**config.mk**
```make
export PLATFORM = sky130hd
export DESIGN_NAME = cpu_datapath
export DESIGN_NICKNAME = d
export VERILOG_FILES = /design/src/hdl/lc3b_types.sv /design/src/hdl/reg_write_if.sv /design/src/hdl/cpu_datapath.sv /design/src/hdl/execution_module.sv /design/src/hdl/flow_control.sv /design/src/hdl/instruction_decode.sv /design/src/hdl/instruction_fetch.sv /design/src/hdl/memory_module.sv /design/src/hdl/pipe_latch.sv /design/src/hdl/writeback_module.sv
export SDC_FILE = /design/constraint.sdc
export NUM_CORES = 1
export LEC_CHECK = 0
export BUFFER_PORTS_ARGS = -buffer_cell sky130_fd_sc_hd__buf_2
export CAP_MARGIN = 20
export CORE_ASPECT_RATIO = 1.75
export CORE_MARGIN = 2
export CORE_UTILIZATION = 62
export DETAILED_ROUTE_END_ITERATION = 8
export PLACE_DENSITY = 0.84
export SYNTH_ARGS = -nofsm -noshare
export SYNTH_HDL_FRONTEND = slang
export SYNTH_SLANG_ARGS = --single-unit
```
**constraint.sdc**
```tcl
create_clock -name clk -period 9 [get_ports clk]
set_input_delay 1.35 -clock clk [delete_from_list [all_inputs] [get_ports clk]]
set_output_delay 1.35 -clock clk [all_outputs]
set_load 0.01 [all_outputs]
```
**src/hdl/lc3b_types.sv**
```systemverilog
`default_nettype none

package lc3b_types;

	typedef logic [15:0] lc3b_word;
	typedef logic [2:0] lc3b_reg;
	typedef logic [2:0] lc3b_nzp;
	typedef logic [1:0] lc3b_mem_wmask;

	typedef enum logic [3:0] {
		op_br  = 4'b0000,
		op_add = 4'b0001,
		op_and = 4'b0101,
		op_ldr = 4'b0110,
		op_str = 4'b0111,
		op_not = 4'b1001
	} lc3b_opcode;

	typedef enum logic [1:0] {
		alu_add,
		alu_and,
		alu_not
	} lc3b_aluop;

	typedef struct packed {
		lc3b_aluop aluop;
		logic imm_sel;
		// 0 adds to the base register, 1 adds to the PC
		logic offset_sel;
		logic mem_read;
		logic mem_write;
		logic regfile_load;
		logic set_cc;
		logic is_branch;
	} lc3b_control;

	// ------------------------------
	// Stage payloads
	// ------------------------------

	typedef struct packed {
		lc3b_word ir;
		lc3b_word pc;
	} if_id_t;

	typedef struct packed {
		lc3b_word ir;
		lc3b_word pc;
		lc3b_control ctrl;
		lc3b_word sr1;
		lc3b_word sr2;
		// Sign extended imm5, or offset already shifted for address and branch
		lc3b_word imm;
		lc3b_reg dest;
	} id_ex_t;

	typedef struct packed {
		lc3b_control ctrl;
		lc3b_word alu;
		lc3b_word store_data;
		lc3b_reg dest;
	} ex_mem_t;

	typedef struct packed {
		lc3b_control ctrl;
		lc3b_word alu;
		lc3b_word mdr;
		lc3b_reg dest;
	} mem_wb_t;

endpackage : lc3b_types

`default_nettype wire

```
**src/hdl/reg_write_if.sv**
```systemverilog
`default_nettype none

interface reg_write_if
	import lc3b_types::*;
();

	logic load;
	lc3b_reg dest;
	lc3b_word data;
	logic set_cc;
	lc3b_nzp nzp;

	modport src (output load, dest, data, set_cc, nzp);
	modport dst (input load, dest, data, set_cc, nzp);

endinterface : reg_write_if

`default_nettype wire

```
**src/hdl/cpu_datapath.sv**
```systemverilog
`default_nettype none

module cpu_datapath
	import lc3b_types::*;
#(
	parameter lc3b_word reset_pc = 16'h0000
) (
	input logic clk,
	input logic rst_n,
	output lc3b_word mem_addr1,
	output logic mem_read1,
	input lc3b_word mem_rdata1,
	input logic resp_a,
	output lc3b_word mem_addr2,
	output logic mem_read2,
	output logic mem_write2,
	output lc3b_word mem_wdata2,
	output lc3b_mem_wmask mem_byte_enable2,
	input lc3b_word mem_rdata2,
	input logic resp_b
);

	if_id_t fetch_out, if_id_q;
	id_ex_t id_out, id_ex_q;
	ex_mem_t ex_out, ex_mem_q;
	mem_wb_t mem_out, mem_wb_q;
	logic fetch_valid, if_id_valid, id_ex_valid, ex_mem_valid, mem_wb_valid;

	lc3b_reg src1, src2;
	logic uses_src2, is_branch;
	lc3b_nzp cur_cc;
	logic redirect;
	lc3b_word redirect_pc;
	logic mem_busy;

	logic advance, fetch_redirect;
	logic if_id_load, if_id_flush, id_ex_load, id_ex_flush, ex_mem_load, mem_wb_load;

	reg_write_if rw ();

	// ------------------------------
	// Fetch and decode
	// ------------------------------

	instruction_fetch #(
		.reset_pc(reset_pc)
	) u_fetch (
		.clk(clk),
		.rst_n(rst_n),
		.resp_a(resp_a),
		.mem_rdata1(mem_rdata1),
		.advance(advance),
		.redirect(fetch_redirect),
		.redirect_pc(redirect_pc),
		.mem_addr1(mem_addr1),
		.mem_read1(mem_read1),
		.fetch_valid(fetch_valid),
		.fetch_out(fetch_out)
	);

	pipe_latch #(.payload_t(if_id_t)) u_if_id (
		.clk(clk),
		.rst_n(rst_n),
		.load(if_id_load),
		.flush(if_id_flush),
		.valid_in(fetch_valid),
		.data_in(fetch_out),
		.valid_out(if_id_valid),
		.data_out(if_id_q)
	);

	instruction_decode u_decode (
		.clk(clk),
		.rst_n(rst_n),
		.if_id(if_id_q),
		.rw(rw.dst),
		.id_out(id_out),
		.src1(src1),
		.src2(src2),
		.uses_src2(uses_src2),
		.is_branch(is_branch),
		.cur_cc(cur_cc)
	);

	pipe_latch #(.payload_t(id_ex_t)) u_id_ex (
		.clk(clk),
		.rst_n(rst_n),
		.load(id_ex_load),
		.flush(id_ex_flush),
		.valid_in(if_id_valid),
		.data_in(id_out),
		.valid_out(id_ex_valid),
		.data_out(id_ex_q)
	);

	// ------------------------------
	// Execute, memory, writeback
	// ------------------------------

	execution_module u_execute (
		.id_ex(id_ex_q),
		.id_ex_valid(id_ex_valid),
		.cur_cc(cur_cc),
		.ex_out(ex_out),
		.redirect(redirect),
		.redirect_pc(redirect_pc)
	);

	pipe_latch #(.payload_t(ex_mem_t)) u_ex_mem (
		.clk(clk),
		.rst_n(rst_n),
		.load(ex_mem_load),
		.flush(1'b0),
		.valid_in(id_ex_valid),
		.data_in(ex_out),
		.valid_out(ex_mem_valid),
		.data_out(ex_mem_q)
	);

	memory_module u_memory (
		.clk(clk),
		.rst_n(rst_n),
		.ex_mem(ex_mem_q),
		.ex_mem_valid(ex_mem_valid),
		.advance(mem_wb_load),
		.mem_rdata2(mem_rdata2),
		.resp_b(resp_b),
		.mem_addr2(mem_addr2),
		.mem_read2(mem_read2),
		.mem_write2(mem_write2),
		.mem_wdata2(mem_wdata2),
		.mem_byte_enable2(mem_byte_enable2),
		.mem_busy(mem_busy),
		.mem_out(mem_out)
	);

	pipe_latch #(.payload_t(mem_wb_t)) u_mem_wb (
		.clk(clk),
		.rst_n(rst_n),
		.load(mem_wb_load),
		.flush(1'b0),
		.valid_in(ex_mem_valid),
		.data_in(mem_out),
		.valid_out(mem_wb_valid),
		.data_out(mem_wb_q)
	);

	writeback_module u_writeback (
		.mem_wb(mem_wb_q),
		.mem_wb_valid(mem_wb_valid),
		.rw(rw.src)
	);

	flow_control u_flow_control (
		.src1(src1),
		.src2(src2),
		.uses_src2(uses_src2),
		.is_branch(is_branch),
		.if_id_valid(if_id_valid),
		.fetch_valid(fetch_valid),
		.mem_busy(mem_busy),
		.redirect(redirect),
		.id_ex_dest(id_ex_q.dest),
		.id_ex_regfile_load(id_ex_q.ctrl.regfile_load),
		.id_ex_set_cc(id_ex_q.ctrl.set_cc),
		.id_ex_valid(id_ex_valid),
		.ex_mem_dest(ex_mem_q.dest),
		.ex_mem_regfile_load(ex_mem_q.ctrl.regfile_load),
		.ex_mem_set_cc(ex_mem_q.ctrl.set_cc),
		.ex_mem_valid(ex_mem_valid),
		.mem_wb_set_cc(mem_wb_q.ctrl.set_cc),
		.mem_wb_valid(mem_wb_valid),
		.advance(advance),
		.fetch_redirect(fetch_redirect),
		.if_id_load(if_id_load),
		.if_id_flush(if_id_flush),
		.id_ex_load(id_ex_load),
		.id_ex_flush(id_ex_flush),
		.ex_mem_load(ex_mem_load),
		.mem_wb_load(mem_wb_load)
	);

endmodule : cpu_datapath

`default_nettype wire

```
**src/hdl/execution_module.sv**
```systemverilog
`default_nettype none

module execution_module
	import lc3b_types::*;
(
	input id_ex_t id_ex,
	input logic id_ex_valid,
	input lc3b_nzp cur_cc,
	output ex_mem_t ex_out,
	output logic redirect,
	output lc3b_word redirect_pc
);

	lc3b_word operand_b;
	lc3b_word alu_result;
	lc3b_word addr;

	always_comb begin
		operand_b = id_ex.ctrl.imm_sel ? id_ex.imm : id_ex.sr2;
		case (id_ex.ctrl.aluop)
			alu_and: alu_result = id_ex.sr1 & operand_b;
			alu_not: alu_result = ~id_ex.sr1;
			default: alu_result = id_ex.sr1 + operand_b;
		endcase
	end

	// Shared adder for LDR/STR address and branch target
	assign addr = (id_ex.ctrl.offset_sel ? id_ex.pc : id_ex.sr1) + id_ex.imm;

	always_comb begin
		ex_out.ctrl = id_ex.ctrl;
		ex_out.alu = (id_ex.ctrl.mem_read || id_ex.ctrl.mem_write) ? addr : alu_result;
		ex_out.store_data = id_ex.sr2;
		ex_out.dest = id_ex.dest;
	end

	// nzp field of BR against the current condition codes
	assign redirect = id_ex_valid && id_ex.ctrl.is_branch && |(id_ex.ir[11:9] & cur_cc);
	assign redirect_pc = addr;

endmodule : execution_module

`default_nettype wire

```
**src/hdl/flow_control.sv**
```systemverilog
`default_nettype none

module flow_control
	import lc3b_types::*;
(
	input lc3b_reg src1,
	input lc3b_reg src2,
	input logic uses_src2,
	input logic is_branch,
	input logic if_id_valid,
	input logic fetch_valid,
	input logic mem_busy,
	input logic redirect,
	input lc3b_reg id_ex_dest,
	input logic id_ex_regfile_load,
	input logic id_ex_set_cc,
	input logic id_ex_valid,
	input lc3b_reg ex_mem_dest,
	input logic ex_mem_regfile_load,
	input logic ex_mem_set_cc,
	input logic ex_mem_valid,
	input logic mem_wb_set_cc,
	input logic mem_wb_valid,
	output logic advance,
	output logic fetch_redirect,
	output logic if_id_load,
	output logic if_id_flush,
	output logic id_ex_load,
	output logic id_ex_flush,
	output logic ex_mem_load,
	output logic mem_wb_load
);

	logic raw_hazard;
	logic cc_hazard;

	// A writer in WB is covered by the register file write-through
	function automatic logic writes(lc3b_reg idx);
		return (id_ex_valid && id_ex_regfile_load && id_ex_dest == idx)
			|| (ex_mem_valid && ex_mem_regfile_load && ex_mem_dest == idx);
	endfunction

	assign raw_hazard = if_id_valid && (writes(src1) || (uses_src2 && writes(src2)));
	assign cc_hazard = if_id_valid && is_branch
		&& ((id_ex_valid && id_ex_set_cc)
		|| (ex_mem_valid && ex_mem_set_cc)
		|| (mem_wb_valid && mem_wb_set_cc));

	always_comb begin
		advance = 1'b0;
		fetch_redirect = 1'b0;
		if_id_load = 1'b0;
		if_id_flush = 1'b0;
		id_ex_load = 1'b0;
		id_ex_flush = 1'b0;
		ex_mem_load = 1'b0;
		mem_wb_load = 1'b0;
		if (mem_busy) begin
			// Whole pipe freezes
		end else if (redirect) begin
			fetch_redirect = 1'b1;
			if_id_flush = 1'b1;
			id_ex_flush = 1'b1;
			ex_mem_load = 1'b1;
			mem_wb_load = 1'b1;
		end else if (raw_hazard || cc_hazard) begin
			id_ex_flush = 1'b1;
			ex_mem_load = 1'b1;
			mem_wb_load = 1'b1;
		end else begin
			advance = fetch_valid;
			if_id_load = 1'b1;
			id_ex_load = 1'b1;
			ex_mem_load = 1'b1;
			mem_wb_load = 1'b1;
		end
	end

endmodule : flow_control

`default_nettype wire

```
**src/hdl/instruction_decode.sv**
```systemverilog
`default_nettype none

module instruction_decode
	import lc3b_types::*;
(
	input logic clk,
	input logic rst_n,
	input if_id_t if_id,
	reg_write_if.dst rw,
	output id_ex_t id_out,
	output lc3b_reg src1,
	output lc3b_reg src2,
	output logic uses_src2,
	output logic is_branch,
	output lc3b_nzp cur_cc
);

	lc3b_word regs [8];
	lc3b_nzp cc;
	lc3b_opcode opcode;
	lc3b_control ctrl;
	lc3b_word imm;

	// Write-through so a value retiring this cycle is seen by decode
	function automatic lc3b_word read_reg(lc3b_reg idx);
		if (rw.load && rw.dest == idx) begin
			return rw.data;
		end
		return regs[idx];
	endfunction

	// ------------------------------
	// Register file and CC
	// ------------------------------

	always_ff @(posedge clk) begin
		if (!rst_n) begin
			for (int i = 0; i < 8; i++) begin
				regs[i] <= '0;
			end
			cc <= 3'b010;
		end else begin
			if (rw.load) begin
				regs[rw.dest] <= rw.data;
			end
			if (rw.set_cc) begin
				cc <= rw.nzp;
			end
		end
	end

	assign cur_cc = cc;

	// ------------------------------
	// Control word
	// ------------------------------

	assign opcode = lc3b_opcode'(if_id.ir[15:12]);

	always_comb begin
		ctrl = '0;
		imm = {{11{if_id.ir[4]}}, if_id.ir[4:0]};
		case (opcode)
			op_add, op_and: begin
				ctrl.aluop = (opcode == op_and) ? alu_and : alu_add;
				ctrl.imm_sel = if_id.ir[5];
				ctrl.regfile_load = 1'b1;
				ctrl.set_cc = 1'b1;
			end
			op_not: begin
				ctrl.aluop = alu_not;
				ctrl.regfile_load = 1'b1;
				ctrl.set_cc = 1'b1;
			end
			op_ldr, op_str: begin
				imm = {{9{if_id.ir[5]}}, if_id.ir[5:0], 1'b0};
				ctrl.mem_read = (opcode == op_ldr);
				ctrl.mem_write = (opcode == op_str);
				ctrl.regfile_load = (opcode == op_ldr);
				ctrl.set_cc = (opcode == op_ldr);
			end
			op_br: begin
				imm = {{6{if_id.ir[8]}}, if_id.ir[8:0], 1'b0};
				ctrl.offset_sel = 1'b1;
				ctrl.is_branch = 1'b1;
			end
			default: ;
		endcase
	end

	// STR reads its source from the dest field
	assign src1 = if_id.ir[8:6];
	assign src2 = (opcode == op_str) ? if_id.ir[11:9] : if_id.ir[2:0];
	assign uses_src2 = ((opcode == op_add || opcode == op_and) && !if_id.ir[5])
		|| (opcode == op_str);
	assign is_branch = ctrl.is_branch;

	always_comb begin
		id_out.ir = if_id.ir;
		id_out.pc = if_id.pc;
		id_out.ctrl = ctrl;
		id_out.sr1 = read_reg(src1);
		id_out.sr2 = read_reg(src2);
		id_out.imm = imm;
		id_out.dest = if_id.ir[11:9];
	end

endmodule : instruction_decode

`default_nettype wire

```
**src/hdl/instruction_fetch.sv**
```systemverilog
`default_nettype none

module instruction_fetch
	import lc3b_types::*;
#(
	parameter lc3b_word reset_pc = 16'h0000
) (
	input logic clk,
	input logic rst_n,
	input logic resp_a,
	input lc3b_word mem_rdata1,
	input logic advance,
	input logic redirect,
	input lc3b_word redirect_pc,
	output lc3b_word mem_addr1,
	output logic mem_read1,
	output logic fetch_valid,
	output if_id_t fetch_out
);

	lc3b_word pc;
	lc3b_word held_ir;
	lc3b_word pending_pc;
	logic held;
	logic pending;

	assign mem_addr1 = pc;
	// Request stays up until an instruction is sitting in the buffer
	assign mem_read1 = !held;

	assign fetch_valid = !pending && (held || resp_a);
	assign fetch_out.ir = held ? held_ir : mem_rdata1;
	assign fetch_out.pc = pc + 16'd2;

	always_ff @(posedge clk) begin
		if (!rst_n) begin
			pc <= reset_pc;
			held <= 1'b0;
			pending <= 1'b0;
		end else if (pending) begin
			// Response for the old path is thrown away
			if (resp_a) begin
				pc <= pending_pc;
				pending <= 1'b0;
			end
		end else if (redirect) begin
			if (mem_read1 && !resp_a) begin
				pending <= 1'b1;
				pending_pc <= redirect_pc;
			end else begin
				pc <= redirect_pc;
				held <= 1'b0;
			end
		end else if (advance) begin
			pc <= pc + 16'd2;
			held <= 1'b0;
		end else if (resp_a) begin
			held <= 1'b1;
			held_ir <= mem_rdata1;
		end
	end

endmodule : instruction_fetch

`default_nettype wire

```
**src/hdl/memory_module.sv**
```systemverilog
`default_nettype none

module memory_module
	import lc3b_types::*;
(
	input logic clk,
	input logic rst_n,
	input ex_mem_t ex_mem,
	input logic ex_mem_valid,
	input logic advance,
	input lc3b_word mem_rdata2,
	input logic resp_b,
	output lc3b_word mem_addr2,
	output logic mem_read2,
	output logic mem_write2,
	output lc3b_word mem_wdata2,
	output lc3b_mem_wmask mem_byte_enable2,
	output logic mem_busy,
	output mem_wb_t mem_out
);

	logic req;

	assign req = ex_mem_valid && (ex_mem.ctrl.mem_read || ex_mem.ctrl.mem_write);

	assign mem_addr2 = ex_mem.alu;
	assign mem_read2 = req && ex_mem.ctrl.mem_read;
	assign mem_write2 = req && ex_mem.ctrl.mem_write;
	assign mem_wdata2 = ex_mem.store_data;
	assign mem_byte_enable2 = mem_write2 ? 2'b11 : 2'b00;
	assign mem_busy = req && !resp_b;

	// Load data goes straight through since the entry leaves MEM in the resp cycle
	always_comb begin
		mem_out.ctrl = ex_mem.ctrl;
		mem_out.alu = ex_mem.alu;
		mem_out.mdr = mem_rdata2;
		mem_out.dest = ex_mem.dest;
	end

endmodule : memory_module

`default_nettype wire

```
**src/hdl/pipe_latch.sv**
```systemverilog
`default_nettype none

module pipe_latch #(
	parameter type payload_t = logic
) (
	input logic clk,
	input logic rst_n,
	input logic load,
	input logic flush,
	input logic valid_in,
	input payload_t data_in,
	output logic valid_out,
	output payload_t data_out
);

	always_ff @(posedge clk) begin
		if (!rst_n || flush) begin
			valid_out <= 1'b0;
		end else if (load) begin
			valid_out <= valid_in;
		end
	end

	// Payload only moves on load, a flushed entry keeps stale data
	always_ff @(posedge clk) begin
		if (load && !flush) begin
			data_out <= data_in;
		end
	end

endmodule : pipe_latch

`default_nettype wire

```
**src/hdl/writeback_module.sv**
```systemverilog
`default_nettype none

module writeback_module
	import lc3b_types::*;
(
	input mem_wb_t mem_wb,
	input logic mem_wb_valid,
	reg_write_if.src rw
);

	lc3b_word result;

	assign result = mem_wb.ctrl.mem_read ? mem_wb.mdr : mem_wb.alu;

	assign rw.load = mem_wb_valid && mem_wb.ctrl.regfile_load;
	assign rw.set_cc = mem_wb_valid && mem_wb.ctrl.set_cc;
	assign rw.dest = mem_wb.dest;
	assign rw.data = result;

	always_comb begin
		if (result[15]) begin
			rw.nzp = 3'b100;
		end else if (result == '0) begin
			rw.nzp = 3'b010;
		end else begin
			rw.nzp = 3'b001;
		end
	end

endmodule : writeback_module

`default_nettype wire

```
# == Word-level counts from Yosys, hierarchy flattened ==
# Memory sizes are Yosys's and may differ from the RTL's. A register that Yosys moved wholly into a read port is not among the register bits.
# Index checks and enable logic that the tools add are counted.
# word_totals
ff_bits,253
mem_bits_rw,128
input_bits,36
output_inout_bits,53
elab_cells,178
mem_count,1
# mem_list
memory,depth,word_bits,rd,rd_ports_with_merged_regs,write_ports,line,text
u_decode.regs,8,16,2,1,8,instruction_decode.sv:18,lc3b_word regs [8];
# op_classes
n_addsub,3
n_eq_ne,16
n_mux,53
n_bitwise,6
n_reduce_logical,61
# ops
operator,count
$mux 16,15
$pmux 16 s2,2
$add 16x16->16,2
$mux 1,28
$logic_and 1x1->1,27
$eq 3x3->1,6
$add 16x2->16 const B,1
$and 16x16->16,1
$logic_not 16->1,1
$not 16->16,1
$reduce_or 16->1,1
$logic_or 1x1->1,13
$eq 4x3->1 const B,3
$mux 3,4
$logic_not 1->1,8
$pmux 2 s2,2
$reduce_and 3->1,2
$reduce_bool 3->1,2
$reduce_or 3->1,2
$reduce_and 5->1,1
$eq 4x1->1 const B,1
$eq 4x4->1 const B,1
$logic_not 4->1,1
$mux 2,2
other kinds (8),12

# == Logic depth before layout (Yosys ltp) ==
# Gate-level depths: netlist of run 1.
# logic_depth
depth_word,15
mapped_depth,15
ltp_nobuf,13

# == Modules after synthesis ==
# A second synthesis of run 1 with hierarchy kept.
# unflattened
hier_cells,1801
hier_area_um2,22046.1
# modules_own_cells
module,n_inst,cells_per_inst,area_each_um2,seq_area_each_um2
instruction_decode,1,849,9173.8,3903.7
pipe_latch at u_id_ex,1,96,2811.4,2782.7
pipe_latch at u_ex_mem ...,2,48,1370.1,1341.3
instruction_fetch,1,228,2556.2,1321.3
execution_module,1,344,2529.9,0.0
pipe_latch at u_if_id,1,36,1009.7,980.9
memory_module,1,82,615.6,0.0
writeback_module,1,38,346.6,0.0
flow_control,1,31,259.0,0.0
cpu_datapath,1,1,3.8,0.0

# == Worst setup path before layout of run 1 ==
# No wires, ideal clock.
# synth_path
path_type,flip-flop to flip-flop
startpoint,reg u_if_id.data_out[30] (netlist bit)
endpoint,reg u_fetch.held_ir[0] (enable)
setup_ns,0.588
arrival_time_ns,5.757
required_time_ns,8.412
setup_slack_ns,2.654
stages_incl_launch_ff,9
n_path_buf,0
synth_period_minus_slack_ns,6.346
cell_sequence,edfxtp_1 nand4b_4 inv_4 mux2i_4 xnor2_1 a2111oi_2 a311oi_2 nor3b_2 nor4b_1
# synth_via
elab_chain_len,14
word_cells_on_any_way,25
classes_between,5 x eq/ne; 5 x mux; 1 x bitwise; 14 x reduce/logical
# synth_rtl
element,line,text
"start, declared",pipe_latch.sv:13,output payload_t data_out
"start signal, assigned",pipe_latch.sv:27,data_out <= data_in;
$eq 4x3->1,"instruction_decode.sv:93, instruction_decode.sv:95",
$mux 3,instruction_decode.sv:93,assign src2 = (opcode == op_str) ? if_id.ir[11:9] : if_id.ir[2:0];
$eq 3x3->1 (on tied branches),"flow_control.sv:39, flow_control.sv:40",
$logic_and 1x1->1 (on tied branches),"flow_control.sv:39, flow_control.sv:40",
$logic_or 1x1->1,flow_control.sv:40,|| (ex_mem_valid && ex_mem_regfile_load && ex_mem_dest == idx);
$logic_and 1x1->1,flow_control.sv:43,assign raw_hazard = if_id_valid && (writes(src1) || (uses_src2 && writes(src2)));
$logic_or 1x1->1,flow_control.sv:43,
$logic_and 1x1->1,flow_control.sv:43,
$logic_or 1x1->1 (*),flow_control.sv:66,end else if (raw_hazard || cc_hazard) begin
$mux 1 (*),flow_control.sv:66,
$mux 1 (*),flow_control.sv:60,end else if (redirect) begin
$mux 1 (*),flow_control.sv:58,if (mem_busy) begin
$not 1->1 (no line) (*),n/a,
$reduce_and 5->1 (no line) (*),n/a,
"end signal, assigned",instruction_fetch.sv:59,held_ir <= mem_rdata1;
"end, declared",instruction_fetch.sv:22,lc3b_word held_ir;
# Mark *: on every way between the ends. The rest lies on a longest branch, timed or not.
# A chain may end at the register's enable or synchronous reset.

==> results of run 1 <==
cells by family after synthesis:
group / count (synthesis) / share of synthesized area, %
buf+inv: 182 / 4.50
compound gates: 298 / 11.0
flops: 363 / 58.4
fa+ha+maj: 36 / 2.56
simple gates: 559 / 13.6
mux: 99 / 7.96
xor+xnor: 42 / 2.02
per-layer routing:
layer	vias up	routed length (um)	GRT usage, %	part of all wire [%]
met5	-	0	0	0
li1	5846	-	-	-
met3	195	3690	4.41	7.4
met1	6400	17200	37.9	34
met2	807	24700	55.1	49
met4	0	4360	24.1	8.7
area by class of cell:
class	count	area, sq um
Multi-Input combinational cell	1034	6860
Tap cell	382	478
Clock buffer	50	1000
Clock inverter	11	159
Inverter	51	195
Timing Repair Buffer	130	773
Fill cell	2025	8990
Sequential cell	363	10600
worst reg2reg max path, stage by stage (launching register included):
cell and delay, ps:
edfxtp_1 850, mux2i_1 350, inv_1 80, ha_1 310
a211oi_1 500, o21ai_0 320, a21oi_1 340, a211oi_1 120
o31a_1 330, o21a_1 190, o21ai_0 150, or3b_2 450
registers in the layout, indices dropped and copies added (netlist names), named ones only:
name                flops
u_ex_mem.valid_out      1
u_if_id.data_out       32
u_mem_wb.valid_out      1
u_id_ex.data_out       68
u_id_ex.valid_out       1
u_fetch.pending_pc     16
u_fetch.pending         1
u_fetch.held            1
u_mem_wb.data_out      37
u_decode.regs         128
u_fetch.held_ir        16
u_fetch.mem_addr1      16
u_if_id.valid_out       1
u_ex_mem.data_out      38
u_decode.cur_cc         3
worst max path at each step:
stage	startpoint	to	depth (start not counted)
global placement	rst_n	u_decode.regs[7][11]	5
CTS	u_if_id.data_out[31]	flop	10
floorplan	u_if_id.data_out[30]	u_fetch.held_ir[0]	8
global route	u_id_ex.data_out[57]	u_ex_mem.data_out[34]	11
detailed placement	rst_n	u_decode.regs[6][13]	5
finish	u_id_ex.data_out[57]	u_ex_mem.data_out[34]	11
per-stage QoR:
stage          total power, mW  std cells
2_1_floorplan             2.66       1579
3_3_place_gp              2.97       1955
3_5_place_dp              2.99       1957
4_1_cts                   4.50       2018
5_1_grt                   4.65       2021
6_report                  4.52       2021
synth_stat cells (all sizes together), types with 5 or more instances:
master / number / area, sq um
o21ai: 50 / 250
ha: 34 / 425
mux2i: 32 / 333
o21a: 8 / 60.1
xnor2: 24 / 210
mux4: 32 / 721
a21oi: 81 / 405
a311oi: 19 / 173
nor3b: 8 / 65.1
o31a: 6 / 52.6
nand4: 9 / 56.3
mux2: 35 / 394
nor3: 15 / 75.1
o31ai: 7 / 66.3
a21o: 7 / 52.6
dfxtp: 28 / 561
inv: 49 / 186
a22oi: 10 / 75.1
clkbuf: 84 / 315
a211o: 5 / 43.8
nor2b: 21 / 131
nor2: 189 / 709
nand3: 19 / 95.1
xor2: 18 / 158
a221oi: 7 / 61.3
nand2b: 10 / 62.6
a31oi: 22 / 138
nor4: 8 / 50.1
a211oi: 42 / 315
edfxtp: 335 / 10100
nand2: 225 / 845
buf: 47 / 309
and3: 36 / 225
report_power, final:
| group | internal [mW] | switching, mW |
|---|---|---|
| Combinational | 0.303 | 0.562 |
| Clock | 0.893 | 0.624 |
| Sequential | 2.02 | 0.118 |
==> results.yml, run 1 <==
sta:
  skew_ps: 23.5
  drv_slew: 0
  fin_tns_setup_ps: 0
  finalWorstSetupSlack_ps: 4750
  hold_viol_final: 0
  setup_viol: 0
  hold_ws_ps: 423
  worst_slew_pin_slew_ps: 1050
  max_slew_margin_pct: 30.1
  post-route-period-util_pct: 47.2
  fin_crit_ps: 4250
  rsz0062_at_grt: "no"
  fmax_ghz: 0.235
run_status:
  outcome: "finished clean"
die:
  dieArea_sq_mm: 0.0308
  rows: 83
  io_pins: 89
  start_util_pct: 62.5
  core_region_area_sq_mm: 0.0291
  die_w_um: 133
  die_y_um: 231
placement:
  place_hpwl_mm: 35.3
  gp_congestion: 0.987
  dpl_worst_slack_ps: 4360
  place_area_sq_mm: 0.0189
  portBuffers: 88
synth:
  synth_area_sq_mm: 0.0182
  synth_cell_types: 74
  ys_async_sr_fraction_pct: 0
  syn_area_per_cell_sq_um: 11.5
  syn-num-nets: 1651
  ys_seq_area_share_pct: 58.4
  synth_cells: 1579
  ys.flop_type: "edfxtp_1"
  ys_warn_count: 0
  synth-edff-count: 335
  ys_ff_latch: 363
worst_setup_path:
  cp_max_fo: 17
  cp-end-kind: "flop"
  path_delay_family: "compound AO/OA/AOI/OAI gates"
  cp_num_buf_inv: 1
  worst-setup-path-type: "reg -> reg"
  crit_chain: "mux2i_1 -> inv_1 -> ha_1 -> a211oi_1 -> o21ai_0 -> a21oi_1 -> a211oi_1 -> o31a_1 -> o21a_1 -> o21ai_0 -> or3b_2"
  arrival_ps: 4510
  rr_worst_depth: 11
  regToRegEndpoint: "u_ex_mem.data_out[34]"
  worst_path_max_delay_cell: "edfxtp_1"
  r2r_start: "u_id_ex.data_out[57]"
  critPathLaunchType: "flop"
  regToRegSetupSlack_ps: 4750
  slowest_delay_ps: 850
  cp.required_ps: 9260
clock_network:
  cts_inserted_buffers: 34
  clk_latency_ps: 540
  cts_resized: 0
  post-cts-setup-buffer-count: 0
  cts-root-buf: "clkbuf_16"
  cts.path.max_buffers: 3
  htree_num_levels: 2
  clock-sinks: 363
  path_clk_slew_ps: 60
  cts_tree: "built"
  cts_hold_buf: 0
detailed_routing:
  vias_per_cell: 6.56
  drc: 0
  drt-total-wl_mm: 49.9
  drtIter0Drc: 1445
  vias: 13248
  wl_per_cell_um: 24.7
  drt-pass1-iter-count: 6
  ant_nets: 0
power:
  max-vdd-ir-drop_v: 0.000150
  p_leak_nw: 7.67
  cellPowerDensity_mw_per_mm2: 225
grt:
  grt_pass1_vias: 12892
  grt_max_degree: 77
  gr-total-overflow: 0
  antenna_found_initial: 0
  track_usage_pct: 32.6
  grt_pass1_wl_mm: 75.3
cells_and_area:
  stdcell_area_sq_mm: 0.0201
  fin_util_pct: 69.1
  drive_gt1_share_pct: 17.1
  layout.nets: 1686
  insertedDiodeCount: 0
  final_common_cell: "edfxtp_1"
  mostFrequentLayoutCells: "335 x edfxtp_1, 225 x nand2_1, 189 x nor2_1"
  synthToLayoutAreaGrowth_pct: 10.5
hold_path:
  min_from: "u_if_id.data_out[9]"
  holdPathStages: 0
  min_path_type: "reg -> reg"
  worstHoldEndpoint: "u_id_ex.data_out[69]"
job:
  max_cap_violations: 0
Note: power is estimated with default switching activity, not from simulation.
==> run 2: changes to the inputs <==
--- a/config.mk
+++ b/config.mk
@@ -9,9 +9,9 @@
 export CAP_MARGIN = 20
 export CORE_ASPECT_RATIO = 1.75
 export CORE_MARGIN = 2
-export CORE_UTILIZATION = 62
+export CORE_UTILIZATION = 56
 export DETAILED_ROUTE_END_ITERATION = 8
-export PLACE_DENSITY = 0.84
+export PLACE_DENSITY = 0.81
 export SYNTH_ARGS = -nofsm -noshare
 export SYNTH_HDL_FRONTEND = slang
 export SYNTH_SLANG_ARGS = --single-unit
==> constraint.sdc (replaced) <==
create_clock -name clk -period 3.5 [get_ports clk]
set_input_delay 0.525 -clock clk [delete_from_list [all_inputs] [get_ports clk]]
set_output_delay 0.525 -clock clk [all_outputs]
set_load 0.01 [all_outputs]
==> results.yml, run 2 (synthesis gave the netlist of run 1 again) <==
cells_and_area:
  reg.largest.list: "u_decode.regs: 128 flops, u_id_ex.data_out: 68 flops, u_ex_mem.data_out: 38 flops"
  synthToLayoutAreaGrowth_pct: 12.1
  largest_reg_flops: 128
  drive_gt1_share_pct: 18.5
  layout.nets: 1719
  max_flop_register: "u_decode.regs"
  stdcell_area_sq_mm: 0.0204
  mostFrequentLayoutCells: "335 x edfxtp_1, 225 x nand2_1, 189 x nor2_1"
  insertedDiodeCount: 0
  final_common_cell: "edfxtp_1"
worst_setup_path:
  regToRegEndpoint: "u_ex_mem.data_out[34]"
  cp-end-kind: "flop"
  crit_path_end: "u_ex_mem.data_out[34]"
  regToRegSetupSlack_ps: 70
  worst-setup-path-type: "reg -> reg"
  worst_path_max_delay_cell: "or3b_2"
  path_delay_family: "compound AO/OA/AOI/OAI gates"
  r2r_start: "u_id_ex.data_out[57]"
  arrival_ps: 3700
  cp_max_fo: 14
  crit_chain: "buf_6 -> mux2_2 -> ha_1 -> nor4_1 -> o21ai_2 -> a21oi_2 -> a211oi_1 -> o31a_1 -> o21a_1 -> o21ai_0 -> or3b_2"
  critPathLaunch: "u_id_ex.data_out[57]"
  slowest_delay_ps: 460
  worst-path-stages: 11
  rr_worst_depth: 11
  critPathLaunchType: "flop"
  cp_num_buf_inv: 1
  cp.required_ps: 3770
sta:
  skew_ps: 9.77
  fin_crit_ps: 3430
  rsz0062_at_grt: "yes"
  setup_viol: 0
  post-route-period-util_pct: 98.1
  finalWorstSetupSlack_ps: 66.2
  worst_slew_pin_slew_ps: 1090
  fmax_ghz: 0.291
  hold_viol_final: 0
  max_slew_margin_pct: 27.0
  hold_ws_ps: 169
  drv_slew: 0
grt:
  track_usage_pct: 25.8
  grt_max_degree: 77
  antenna_found_initial: 0
  grt_pass1_wl_mm: 69.0
  gr-total-overflow: 0
  grt_pass1_vias: 13019
die:
  die_y_um: 242
  start_util_pct: 56.6
  dieArea_sq_mm: 0.0340
  io_pins: 89
  die_w_um: 140
  rows: 87
  core_region_area_sq_mm: 0.0321
detailed_routing:
  drc: 0
  drtIter0Drc: 1376
  ant_nets: 0
  wl_per_cell_um: 21.3
  vias_per_cell: 6.21
  vias: 12865
  drt-pass1-iter-count: 6
  drt-total-wl_mm: 44.2
placement:
  portBuffers: 88
  dpl_worst_slack_ps: 53.4
  gp_congestion: 0.926
  place_hpwl_mm: 31.0
  place_area_sq_mm: 0.0192
clock_network:
  cts-root-buf: "clkbuf_16"
  htree_num_levels: 2
  path_clk_slew_ps: 60
  cts.path.max_buffers: 3
  clock-sinks: 363
  cts_tree: "built"
  cts_hold_buf: 0
  clk_latency_ps: 530
  cts_inserted_buffers: 35
  post-cts-setup-buffer-count: 0
power:
  p_leak_nw: 7.81
  max-vdd-ir-drop_v: 0.000344
  cellPowerDensity_mw_per_mm2: 558
hold_path:
  min_path_type: "in -> reg"
  min_from: "mem_rdata2[7]"
job:
  max_cap_violations: 0
run_status:
  outcome: "finished clean"
## run 2: cell count changes in the layout (fill, tap and decap cells not counted), sizes merged
cell and change:
buf +33, clkbuf -1, clkinv +1, clkinvlp +1
inv -1
## run 2: timing repair
action / in CTS / in global routing
setup endpoints to repair: 0 / 5
endpoints found under the hold margin: 0 / 0
resized for setup: 0 / 13
## run 2: worst min path at each step
stage	endpoint	slack, ps	cells after the start
floorplan	u_id_ex.data_out[60]	400	0
global placement	u_id_ex.data_out[64]	400	0
detailed placement	u_id_ex.data_out[66]	410	0
CTS	u_mem_wb.data_out[10]	150	1
global route	u_mem_wb.data_out[9]	160	1
finish	u_mem_wb.data_out[10]	170	1
## run 2: per-stage QoR
stage / setup TNS (ps) / total power, mW / utilization [%] / std cells
after floorplan: -62240 / 6.85 / - / 1579
after global placement: 0 / 7.47 / 59.7 / 2009
after detailed placement: 0 / 7.53 / 59.8 / 2010
after CTS: 0 / 11.4 / 63.3 / 2072
after global routing: -107 / 11.8 / 63.4 / 2072
final: 0 / 11.4 / 63.4 / 2072
## run 2: area by class of cell
class / instances / area, sq um
sequential: 363 / 10600
clock inverter: 12 / 154
inverter: 51 / 198
clock buffer: 50 / 995
timing repair buffer: 162 / 1040
fill: 2291 / 11700
multi-input combinational: 1034 / 6860
tap: 400 / 500
## run 2: power breakdown
group | switching (mW) | internal, mW | total (mW)
registers | 0.285 | 5.18 | 5.47
clock network | 1.56 | 2.27 | 3.83
logic | 1.26 | 0.806 | 2.07
## run 2: routing by layer
layer / global-route usage [%] / up-vias / routed length, um
met1: 28.7 / 6250 / 15800
li1: - / 5905 / -
met5: 0 / - / 0
met4: 13.2 / 0 / 2180
met2: 47.5 / 573 / 23500
met3: 3.52 / 137 / 2750
## run 2: worst reg2reg max path: cells and delay by family (launching register included)
family | cells | cell delay [ps]
multiplexers | 1 | 350
buffers and inverters | 1 | 210
flip-flops | 1 | 450
AO/OA/AOI/OAI | 6 | 1110
adder cells (fa/ha/maj) | 1 | 250
AND/OR/NAND/NOR | 2 | 810
